===== config.mk =====
export PLATFORM = sky130hd
export DESIGN_NAME = capture_top
export DESIGN_NICKNAME = d
export VERILOG_FILES = /design/src/verilog/capture_pkg.sv /design/src/verilog/signal_capture.sv /design/src/verilog/align_captures.sv /design/src/verilog/sample_fifo.sv /design/src/verilog/block_accumulator.sv /design/src/verilog/capture_top.sv
export VERILOG_INCLUDE_DIRS = /design/src /design/src/verilog
export SDC_FILE = /design/constraint.sdc
export NUM_CORES = 1
export LEC_CHECK = 0
export ABC_AREA = 1
export BUFFER_PORTS_ARGS = -buffer_cell sky130_fd_sc_hd__buf_2
export CAP_MARGIN = 10
export CORE_ASPECT_RATIO = 0.9
export CORE_MARGIN = 3
export CORE_UTILIZATION = 65
export DETAILED_ROUTE_END_ITERATION = 8
export GPL_TIMING_DRIVEN = 0
export PLACE_DENSITY_LB_ADDON = 0.3
export SLEW_MARGIN = 5
export SYNTH_ARGS = -nofsm -noshare
export SYNTH_HDL_FRONTEND = slang
export SYNTH_HIERARCHICAL = 1
export SYNTH_SLANG_ARGS = --single-unit

===== constraint.sdc =====
create_clock -name clk -period 6.8 [get_ports clk]
set_clock_uncertainty 0.2 [all_clocks]
set_input_delay 1.02 -clock clk [delete_from_list [all_inputs] [get_ports clk]]
set_output_delay 1.02 -clock clk [all_outputs]
set_load 0.1 [all_outputs]

===== src/verilog/capture_settings.svh =====
`ifndef CAPTURE_SETTINGS_SVH
`define CAPTURE_SETTINGS_SVH

// Number of antennas in the array
`define NUM_SIGNALS 8

// FPGA clocks per received symbol
`define CLOCK_RATE 12

// Strobe-free clocks needed before a window counts toward lock
`define CLEAR_GAP 7

// Width of the phase and idle-gap counters
`define PHASE_BITS 4

// Entries in the aligned-word FIFO, a power of two
`define FIFO_DEPTH 8

// Aligned words per accumulation block
`define BLOCK_LEN 16

`endif


===== src/verilog/capture_pkg.sv =====
`default_nettype none

`include "capture_settings.svh"

package capture_pkg;

   // One bit per antenna, gathered on the same symbol
   typedef logic [`NUM_SIGNALS-1:0] sample_word_t;

   // Position within a symbol period, counted in clocks
   typedef logic [`PHASE_BITS-1:0] phase_t;

   // Count of ones seen by one antenna over a block
   // Needs room for BLOCK_LEN itself
   typedef logic [$clog2(`BLOCK_LEN + 1)-1:0] count_t;

   // Per-antenna one-counts for a complete block
   typedef count_t [`NUM_SIGNALS-1:0] block_sums_t;

endpackage

`default_nettype wire


===== src/verilog/signal_capture.sv =====
`timescale 1ns/1ps
`default_nettype none

`include "capture_settings.svh"

module signal_capture import capture_pkg::*; (
   input  wire logic clk,
   input  wire logic rst,
   input  wire logic raw,
   output logic      data,
   output logic      strobe,
   output logic      locked,
   output logic      invalid
);

   // Modulo-CLOCK_RATE addition on phase values
   function automatic phase_t wrap_add(phase_t p, int unsigned n);
      int unsigned s;
      s = p + n;
      return phase_t'(s % `CLOCK_RATE);
   endfunction

   phase_t tick;
   phase_t edge_phase;
   phase_t strobe_phase;
   logic   raw_q;
   logic   edge_seen;
   logic   edge_det;
   logic   near;

   //--------------------------------------------------------------------------
   // Free-running symbol phase and edge detection
   //--------------------------------------------------------------------------
   always_ff @(posedge clk) begin
      if (rst) begin
         tick  <= '0;
         raw_q <= 1'b0;
      end else begin
         tick  <= (tick == phase_t'(`CLOCK_RATE - 1)) ? '0 : tick + 1'b1;
         raw_q <= raw;
      end
   end

   assign edge_det = raw ^ raw_q;

   // Edge counts as on-phase when within one clock of the stored phase
   assign near = (tick == edge_phase) ||
                 (tick == wrap_add(edge_phase, 1)) ||
                 (tick == wrap_add(edge_phase, `CLOCK_RATE - 1));

   // Mid-symbol point, half a period after the last edge
   assign strobe_phase = wrap_add(edge_phase, `CLOCK_RATE / 2);

   //--------------------------------------------------------------------------
   // Edge phase tracking, lock and phase errors
   //--------------------------------------------------------------------------
   always_ff @(posedge clk) begin
      if (rst) begin
         edge_phase <= '0;
         edge_seen  <= 1'b0;
         locked     <= 1'b0;
         invalid    <= 1'b0;
      end else if (edge_det) begin
         // Always follow the newest edge
         edge_phase <= tick;
         edge_seen  <= 1'b1;
         locked     <= edge_seen && near;
         // Edge jumped away while locked
         invalid    <= locked && !near;
      end else begin
         invalid <= 1'b0;
      end
   end

   // Strobe once per symbol after the first edge
   always_ff @(posedge clk) begin
      if (rst) begin
         strobe <= 1'b0;
      end else begin
         strobe <= edge_seen && (tick == strobe_phase);
      end
   end

   // Data bit held between strobes
   always_ff @(posedge clk) begin
      if (edge_seen && (tick == strobe_phase)) begin
         data <= raw;
      end
   end

   // One strobe per symbol, even across a phase jump
   a_strobe_single : assert property (@(posedge clk) disable iff (rst)
      strobe |=> !strobe);

endmodule

`default_nettype wire


===== src/verilog/align_captures.sv =====
`timescale 1ns/1ps
`default_nettype none

`include "capture_settings.svh"

module align_captures import capture_pkg::*; (
   input  wire logic                    clk,
   input  wire logic                    rst,
   input  wire sample_word_t            data_in,
   input  wire logic [`NUM_SIGNALS-1:0] strobes,
   input  wire logic [`NUM_SIGNALS-1:0] lockeds,
   input  wire logic [`NUM_SIGNALS-1:0] invalids,
   input  wire logic                    ack,
   output sample_word_t                 data_out,
   output logic                         ready,
   output logic                         locked,
   output logic                         invalid
);

   logic [`NUM_SIGNALS-1:0] arrived;
   logic [`NUM_SIGNALS-1:0] arrived_upd;
   phase_t                  idle;
   logic                    strobe_any;
   logic                    in_window;
   logic                    window_start;
   logic                    window_close;
   logic                    gap_ok;
   logic                    double_strobe;
   logic                    short_gap;
   logic                    capture_error;

   //--------------------------------------------------------------------------
   // Window tracking
   //--------------------------------------------------------------------------
   assign strobe_any   = |strobes;
   assign in_window    = |arrived;
   assign arrived_upd  = arrived | strobes;
   assign window_start = strobe_any && !in_window;
   // Closes on the cycle the final antenna strobes
   assign window_close = &arrived_upd;

   always_ff @(posedge clk) begin
      if (rst) begin
         arrived <= '0;
      end else begin
         arrived <= window_close ? '0 : arrived_upd;
      end
   end

   // Idle clocks since the last window, saturating
   always_ff @(posedge clk) begin
      if (rst) begin
         idle <= '0;
      end else if (strobe_any || in_window) begin
         idle <= '0;
      end else if (idle != '1) begin
         idle <= idle + 1'b1;
      end
   end

   assign gap_ok = idle >= phase_t'(`CLEAR_GAP);

   //--------------------------------------------------------------------------
   // Lock qualification
   //--------------------------------------------------------------------------
   // Decided at the start of each window
   always_ff @(posedge clk) begin
      if (rst) begin
         locked <= 1'b0;
      end else if (window_start) begin
         locked <= gap_ok && (&lockeds);
      end
   end

   //--------------------------------------------------------------------------
   // Aligned word output
   //--------------------------------------------------------------------------
   always_ff @(posedge clk) begin
      if (rst) begin
         ready <= 1'b0;
      end else begin
         ready <= window_close && locked;
      end
   end

   // Every bit is valid once the last strobe has landed
   always_ff @(posedge clk) begin
      if (window_close) begin
         data_out <= data_in;
      end
   end

   //--------------------------------------------------------------------------
   // Sticky capture error
   //--------------------------------------------------------------------------
   assign double_strobe = |(arrived & strobes);
   assign short_gap     = window_start && !gap_ok;
   assign capture_error = double_strobe || (|invalids) || short_gap;

   always_ff @(posedge clk) begin
      if (rst) begin
         invalid <= 1'b0;
      end else begin
         invalid <= (invalid && !ack) || (locked && capture_error);
      end
   end

   // Relies on every capture strobing at most once per symbol
   a_ready_single : assert property (@(posedge clk) disable iff (rst)
      ready |=> !ready);

endmodule

`default_nettype wire


===== src/verilog/sample_fifo.sv =====
`timescale 1ns/1ps
`default_nettype none

`include "capture_settings.svh"

module sample_fifo import capture_pkg::*; #(
   parameter type         payload_t = sample_word_t,
   parameter int unsigned DEPTH     = `FIFO_DEPTH
) (
   input  wire logic     clk,
   input  wire logic     rst,
   input  wire logic     push,
   input  wire payload_t wdata,
   input  wire logic     pop,
   output payload_t      rdata,
   output logic          empty,
   output logic          overflow
);

   localparam int unsigned AW = $clog2(DEPTH);

   payload_t      mem [DEPTH];
   logic [AW-1:0] wr_ptr;
   logic [AW-1:0] rd_ptr;
   logic [AW:0]   fill;
   logic          full;
   logic          do_push;
   logic          do_pop;

   assign empty   = (fill == '0);
   assign full    = (fill == (AW + 1)'(DEPTH));
   // Words pushed into a full buffer are lost
   assign do_push = push && !full;
   assign do_pop  = pop && !empty;

   // First-word fall-through head
   assign rdata = mem[rd_ptr];

   always_ff @(posedge clk) begin
      if (do_push) begin
         mem[wr_ptr] <= wdata;
      end
   end

   // Pointers wrap naturally at the power-of-two depth
   always_ff @(posedge clk) begin
      if (rst) begin
         wr_ptr   <= '0;
         rd_ptr   <= '0;
         fill     <= '0;
         overflow <= 1'b0;
      end else begin
         wr_ptr   <= wr_ptr + AW'(do_push);
         rd_ptr   <= rd_ptr + AW'(do_pop);
         fill     <= fill + (AW + 1)'(do_push) - (AW + 1)'(do_pop);
         overflow <= overflow || (push && full);
      end
   end

   // Consumer must only pop a valid head
   a_no_pop_empty : assert property (@(posedge clk) disable iff (rst)
      pop |-> !empty);

endmodule

`default_nettype wire


===== src/verilog/block_accumulator.sv =====
`timescale 1ns/1ps
`default_nettype none

`include "capture_settings.svh"

module block_accumulator import capture_pkg::*; (
   input  wire logic         clk,
   input  wire logic         rst,
   input  wire sample_word_t word,
   input  wire logic         empty,
   input  wire logic         hold,
   output logic              pop,
   output block_sums_t       sums,
   output logic              sums_valid
);

   block_sums_t acc;
   block_sums_t acc_next;
   count_t      n_words;
   logic        last_pop;

   // Take the head whenever one is there and nothing holds us
   assign pop = !empty && !hold;

   assign last_pop = pop && (n_words == count_t'(`BLOCK_LEN - 1));

   //--------------------------------------------------------------------------
   // Per-antenna one-count
   //--------------------------------------------------------------------------
   always_comb begin
      for (int i = 0; i < `NUM_SIGNALS; i++) begin
         acc_next[i] = acc[i] + count_t'(word[i]);
      end
   end

   always_ff @(posedge clk) begin
      if (rst) begin
         acc        <= '0;
         n_words    <= '0;
         sums_valid <= 1'b0;
      end else begin
         sums_valid <= last_pop;
         if (last_pop) begin
            // Block complete, start the next one from zero
            acc     <= '0;
            n_words <= '0;
         end else if (pop) begin
            acc     <= acc_next;
            n_words <= n_words + 1'b1;
         end
      end
   end

   // Result register, includes the final word of the block
   always_ff @(posedge clk) begin
      if (last_pop) begin
         sums <= acc_next;
      end
   end

endmodule

`default_nettype wire


===== src/verilog/capture_top.sv =====
`timescale 1ns/1ps
`default_nettype none

`include "capture_settings.svh"

module capture_top import capture_pkg::*; (
   input  wire logic                    clk,
   input  wire logic                    rst,
   input  wire logic [`NUM_SIGNALS-1:0] raw,
   input  wire logic                    ack,
   input  wire logic                    hold,
   output block_sums_t                  sums,
   output logic                         sums_valid,
   output logic                         locked,
   output logic                         invalid,
   output logic                         overflow
);

   sample_word_t            cap_data;
   logic [`NUM_SIGNALS-1:0] cap_strobes;
   logic [`NUM_SIGNALS-1:0] cap_lockeds;
   logic [`NUM_SIGNALS-1:0] cap_invalids;
   sample_word_t            aligned_word;
   logic                    aligned_ready;
   sample_word_t            head_word;
   logic                    fifo_empty;
   logic                    fifo_pop;

   //--------------------------------------------------------------------------
   // Producer, one capture per antenna then alignment
   //--------------------------------------------------------------------------
   for (genvar i = 0; i < `NUM_SIGNALS; i++) begin : g_capture
      signal_capture capture_i (
         .clk     (clk),
         .rst     (rst),
         .raw     (raw[i]),
         .data    (cap_data[i]),
         .strobe  (cap_strobes[i]),
         .locked  (cap_lockeds[i]),
         .invalid (cap_invalids[i])
      );
   end

   align_captures align_i (
      .clk      (clk),
      .rst      (rst),
      .data_in  (cap_data),
      .strobes  (cap_strobes),
      .lockeds  (cap_lockeds),
      .invalids (cap_invalids),
      .ack      (ack),
      .data_out (aligned_word),
      .ready    (aligned_ready),
      .locked   (locked),
      .invalid  (invalid)
   );

   // Buffer between alignment and accumulation
   sample_fifo #(
      .payload_t (sample_word_t),
      .DEPTH     (`FIFO_DEPTH)
   ) fifo_i (
      .clk      (clk),
      .rst      (rst),
      .push     (aligned_ready),
      .wdata    (aligned_word),
      .pop      (fifo_pop),
      .rdata    (head_word),
      .empty    (fifo_empty),
      .overflow (overflow)
   );

   // Consumer
   block_accumulator accum_i (
      .clk        (clk),
      .rst        (rst),
      .word       (head_word),
      .empty      (fifo_empty),
      .hold       (hold),
      .pop        (fifo_pop),
      .sums       (sums),
      .sums_valid (sums_valid)
   );

endmodule

`default_nettype wire


* Yosys cells after proc, flatten, opt, wreduce, memory -nomap -nowiden
Memories as Yosys holds them, arrays and structs flattened. A register that Yosys moved wholly into a read port is not among the register bits.
Index checks and enable logic that the tools add are counted.
** Storage, ports and cells
- Register bits after elaboration :: 232
- Memory bits (writable) :: 64
- Output and inout bits :: 44
- Logic and storage cells :: 324
- Memories :: 1
** Memory list
- fifo_i.mem :: depth 8, width 8, rd ports 1, clocked after memory_dff 1, wr ports 1, RTL line sample_fifo.sv:22 : payload_t mem [DEPTH];
** Cells by class
- $add $sub $neg :: 46
- Div/mod/pow operators :: 24
- Magnitude comparators :: 1
- Equal/unequal tests :: 43
- Muxes and demuxes :: 3
- Bitwise logic cells :: 18
- Reduce and logical (&&, ||, !) cells :: 96
** Operators with widths (number)
- $mod A32 B4 Y32 const B :: 24
- $eq A4 B4 Y1 :: 32
- $add A4 B1 Y5 const B :: 8
- $add A4 B3 Y5 const B :: 8
- $add A4 B4 Y5 const B :: 8
- $add A5 B1 Y5 :: 8
- $reduce_or A2 Y1 :: 19
- $add A4 B1 Y4 const B :: 9
- $eq A4 B4 Y1 const B :: 9
- $logic_and A1 B1 Y1 :: 35
- $reduce_or A8 Y1 :: 4
- $logic_or A1 B1 Y1 :: 21
- $reduce_and A8 Y1 :: 2
- $logic_not A1 Y1 :: 14
- $and A8 B8 Y8 :: 1
- $not A1 Y1 :: 8
- $or A8 B8 Y8 :: 1
- $xor A1 B1 Y1 :: 8
- $add A3 B1 Y3 :: 2
- $add A5 B1 Y5 const B :: 1
- $eq A5 B4 Y1 const B :: 1
- $add A4 B1 Y4 :: 1
- $ge A4 B3 Y1 const B :: 1
- $logic_not A4 Y1 :: 1
- other kinds (4) :: 5

* Depth between registers and ports, before layout
- Word-level depth :: 7
- Depth in mapped cells :: 20
- Depth with buffers taken out :: 20

* By module
The synthesis kept the hierarchy.
** By module, submodules not included
- signal_capture at g_capture[0].capture_i ... :: times used 7, cells each 183, area each 1253.7 um^2
- block_accumulator :: times used 1, cells each 429, area each 3817.4 um^2
- sample_fifo :: times used 1, cells each 356, area each 3472.1 um^2
- signal_capture at g_capture[7].capture_i :: times used 1, cells each 183, area each 1241.2 um^2
- align_captures :: times used 1, cells each 130, area each 1008.5 um^2

* Least setup slack after synthesis
OpenSTA, ideal clock, no wires.
- Kind :: input to register
- Start :: input hold
- End :: register fifo_i.fill[1]
- Library setup time :: 0.128 ns
- Data arrival time :: 2.529 ns
- Data required time :: 6.472 ns
- Path slack :: 3.943 ns
- Stages :: 11
- Buffers on the path :: 2
- Cells stage by stage :: nor2_4 -> buf_6 -> buf_6 -> inv_1 -> nor2_1 -> ha_1 -> inv_1 -> ha_1 -> fa_1 -> inv_1 -> nor2_1
** On the way
- Longest elaborated chain between the ends :: 4
** RTL lines
- start, declared :: RTL line capture_top.sv:11 : input wire logic hold,
- $logic_not A1 Y1 :: RTL line block_accumulator.sv:23 : assign pop = !empty && !hold;
- $logic_and A1 B1 Y1 :: RTL line block_accumulator.sv:23
- named net fifo_pop :: RTL line capture_top.sv:27 : logic fifo_pop;
- $logic_and A1 B1 Y1 :: RTL line sample_fifo.sv:34 : assign do_pop = pop && !empty;
- $sub A4 B1 Y4 :: RTL line sample_fifo.sv:55 : fill <= fill + (AW + 1)'(do_push) - (AW + 1)'(do_pop);
- end signal, assigned :: RTL line sample_fifo.sv:55
- end, declared :: RTL line sample_fifo.sv:25 : logic [AW:0] fill;
The timed path passes the listed nets, and every way through them passes these cells.
A chain may end at the register's enable or synchronous reset.

* Worst setup path in the final report
- Start :: register g_capture[7].capture_i.edge_phase[1]
- End :: register g_capture[7].capture_i.locked
** On the way
- Longest elaborated chain between the ends :: 6
** RTL lines
- start, declared :: RTL line signal_capture.sv:24 : phase_t edge_phase;
- start signal, assigned :: RTL line signal_capture.sv:65 : edge_phase <= tick;
- $add A4 B1 Y5 :: RTL line signal_capture.sv:19 : s = p + n;
- $mod A32 B4 Y32 (no line)
- $eq A4 B4 Y1 :: RTL line signal_capture.sv:48 : (tick == wrap_add(edge_phase, 1)) ||
- $logic_or A1 B1 Y1 :: RTL line signal_capture.sv:47 : assign near = (tick == edge_phase) ||
- $logic_or A1 B1 Y1 * :: RTL line signal_capture.sv:47
- $logic_and A1 B1 Y1 * :: RTL line signal_capture.sv:67 : locked <= edge_seen && near;
- end signal, assigned :: RTL line signal_capture.sv:67
- end, declared :: RTL line signal_capture.sv:12 : output logic locked,
Mark *: on every way between the ends. The rest lies on a longest branch, timed or not.

==> flow_summary_export.csv <==
group,metric,value,unit
critical_path,critPathLaunchType,"register",
timing,hold_violations,0,
placement,io_buffers,55,
drt,wl_per_cell,13.78,µm
clock_tree,post-cts-setup-buffers,0,
finish,drive_above_1_share,11.80,%
logic_synthesis,ys.warnings.count,6,
placement,placedCellCount,2790,
pwr,peakVddDrop,231.1,µV
finish,final_common_cell,"nand2_1",
finish,final_area,0.02004,mm²
placement,place_area,0.01906,mm²
drt,drc,0,
logic_synthesis,synth_edf_count,120,
timing,fin_crit_sh,46.07,%
die,num_io_pins,56,
drt,final_antenna_net_count,0,
grt,met1_usage,31.75,%
critical_path,path_cells,"inv_1, ha_1, nand2_1, nand3_1, nand2_1, ha_1, inv_1, nand3_1, nand2_1, ha_1, a21oi_1, nand3_1, nand3_1, nand2_1, a21oi_1, nand2_1, nand2_1, nand2_1",
die,initial_core_util,66.88,%
logic_synthesis,syn_inst,2379,
grt,grt_pass1_wl,66250,µm
pwr,power_density,269.1,mW/mm²
finish,areaGrowthSynthToFinish,9.394,%
clock_tree,cts.sinks,296,
finish,layout_common_cells,"nand2_1, inv_1, nand3_1",
critical_path,slowest_stage,"dfxtp_1",
outcome,status,"finished clean",
critical_path,slowest_delay,460,ps
logic_synthesis,synth-async-reset-ratio,0,%
grt,use_met2,48.34,%
critical_path,arrival,3360,ps
logic_synthesis,ys.flop_type,"dfxtp_1",
drt,dr.pass1.iters,7,
pwr,p_leak,10.14,nW
timing,fmax,319.2,MHz
timing,worst_slew_pin_slew,1313,ps
die,core,0.02739,mm²
clock_tree,h-tree-depth,1,
timing,finalSetupViolCount,0,
grt,grtUsageMet3,3.438,%
timing,rsz0062_at_grt,"no",
logic_synthesis,syn_area,0.01832,mm²
die,rows,57,
finish,final_cells,2845,
clock_tree,clk_pin_slew_worst_paths,70,ps
grt,grt_busiest_layer,"met2",
drt,first_iter_violations,957,
die,die_area,0.03023,mm²
logic_synthesis,avgSynthCellArea,7.699,µm²
die,fp.dieH,165.2,µm
timing,fin_tns_setup,0,ps
placement,hpwl,27490,µm
clock_tree,cts_buffers,29,
critical_path,endpoint_kind,"register",
clock_tree,cts-root-buf,"clkbuf_16",
die,die_w,182.9,µm
grt,grt_pass1_vias,14819,
drt,wl,39210,µm
logic_synthesis,synth-seq-area-share,38.91,%
min_path,hold_class,"reg -> reg",
finish,antenna_cells,0,
critical_path,crit_fanout,6,
drt,num_vias,15210,
critical_path,crit_type,"reg -> reg",
timing,slew_headroom,11.80,%
clock_tree,tritoncts,"yes",
critical_path,crit_required,7030,ps
finish,regArea,0.007127,mm²
clock_tree,ctsHoldBuffers,0,
logic_synthesis,ys_ff_latch,296,
logic_synthesis,synth_fp_nets,2556,
drt,viasPerCell,5.346,
clock_tree,ctsResizeCount,0,
grt,gr-usage-all-layers,25.95,%
finish,multi_input_area,0.009394,mm²
clock_tree,clk_latency,550,ps
timing,fin_crit,3132,ps
finish,fin_nets,2645,
finish,num-fill-cells,1976,
grt,grt_max_degree,48,
grt,antenna_found_initial,1,
logic_synthesis,ys_types,46,
grt,grt_overflow,0,
timing,slew_viol_final,0,
critical_path,crit_path_frequent_cell,"nand2_1",
clock_tree,clockBufferDepth,3,
flow_run,cap_violations,0,
placement,gp_congestion,0.9062,
[cells by family (layout without fill, tap and decap cells)]
family / after synthesis / count (layout) / share of synthesized area, %
flip-flops: 296 / 296 / 38.91
buffers and inverters: 442 / 554 / 9.906
XOR/XNOR: 91 / 91 / 4.639
adder cells (fa/ha/maj): 165 / 165 / 11.31
AO/OA/AOI/OAI: 187 / 187 / 6.176
AND/OR/NAND/NOR: 1198 / 1198 / 29.05
[worst max-delay path, delay by kind of cell (launching register included)]
family / cells / cell delay, ps
AND/OR/NAND/NOR: 11 / 1020
adder cells (fa/ha/maj): 3 / 660
flip-flops: 1 / 460
AO/OA/AOI/OAI: 2 / 420
buffers and inverters: 2 / 260
[stage by stage]
stage               hold slack [ps]  setup WS [ps]  utilization (%)  power, mW
global route                  230.2           3457            73.16      5.717
finish                        220.8           3668            73.16      5.392
CTS                           221.0           3725            73.14      5.389
floorplan                     200.3           3943                -      3.386
global placement              203.7           3626            69.50      3.662
detailed placement            206.2           3590            69.61      3.755
[where the power goes]
group          internal, mW  switching [mW]  leakage [nW]  total [mW]
combinational         0.604           0.995          7.13        1.60
clock                 0.933           0.692         0.480        1.62
sequential             2.01           0.158          2.53        2.17
total                  3.55            1.85          10.1        5.39
[registers in the layout (all words and copies together), names as in the netlist, 32 cells and up]
| name | flops |
|---|---|
| accum_i/sums | 40 |
| g_capture.capture_i/edge_phase | 32 |
| g_capture.capture_i/tick | 32 |
| accum_i/acc | 40 |
| fifo_i/mem | 64 |
[cells in the mapped netlist, types with 2 or more instances]
| cell type | number | area (µm²) |
|---|---|---|
| a21oi_2 | 2 | 17.52 |
| edfxtp_1 | 120 | 3603 |
| xor2_2 | 7 | 113.9 |
| buf_6 | 13 | 146.4 |
| nor2b_4 | 7 | 96.34 |
| nand3b_1 | 22 | 165.2 |
| o21bai_1 | 15 | 112.6 |
| inv_1 | 382 | 1434 |
| xor2_1 | 65 | 569.3 |
| dfxtp_1 | 176 | 3523 |
| nand2_2 | 59 | 369.1 |
| nor2_2 | 4 | 25.02 |
| o21bai_2 | 7 | 78.83 |
| nand4_1 | 22 | 137.6 |
| a21oi_1 | 81 | 405.4 |
| or2_2 | 20 | 125.1 |
| inv_2 | 25 | 93.84 |
| xnor2_1 | 19 | 166.4 |
| a21oi_4 | 7 | 113.9 |
| nand3_1 | 235 | 1176 |
| ha_1 | 164 | 2052 |
| nand2_4 | 2 | 22.52 |
| o21ai_1 | 15 | 75.07 |
| or2_1 | 6 | 37.54 |
| nor2_1 | 178 | 668.1 |
| nor3b_1 | 2 | 15.01 |
| nor2_4 | 2 | 22.52 |
| clkbuf_1 | 2 | 7.510 |
| o21ai_0 | 49 | 245.2 |
| buf_2 | 10 | 50.05 |
| a211oi_1 | 8 | 60.06 |
| nor3_1 | 24 | 120.1 |
| buf_4 | 7 | 52.55 |
| nand2_1 | 609 | 2286 |
| nand3_2 | 2 | 20.02 |
[metal layers]
metal  up-vias  wire, µm
li1       7713         -
met1      7048     16520
met2       383     19860
met3        64      2109
met4         2       698
met5         -        20
[area by class of cell]
cell class | instances | share of cell area [%]
clock buffer | 33 | 3.853
tap | 354 | 2.211
buffer | 33 | 1.355
sequential | 296 | 35.57
inverter | 409 | 7.700
multi-input combinational | 1641 | 46.89
clock inverter | 21 | 0.9742
timing repair buffer | 58 | 1.449
[worst paths after layout]
kind / end / slack [ps] / start / depth (start not counted)
max: g_capture[7].capture_i/locked$_SDFFE_PP0N_ / 3670 / g_capture[7].capture_i/edge_phase[1]$_SDFFE_PP0N_ / 18
max reg2reg: g_capture[7].capture_i/locked$_SDFFE_PP0N_ / 3670 / g_capture[7].capture_i/edge_phase[1]$_SDFFE_PP0N_ / 18
min: align_i/data_out[4]$_DFFE_PP_ / 220 / g_capture[4].capture_i/data$_DFFE_PP_ / 0
min reg2reg: align_i/data_out[4]$_DFFE_PP_ / 220 / g_capture[4].capture_i/data$_DFFE_PP_ / 0
No activity file was read; power rests on OpenSTA's default activity.
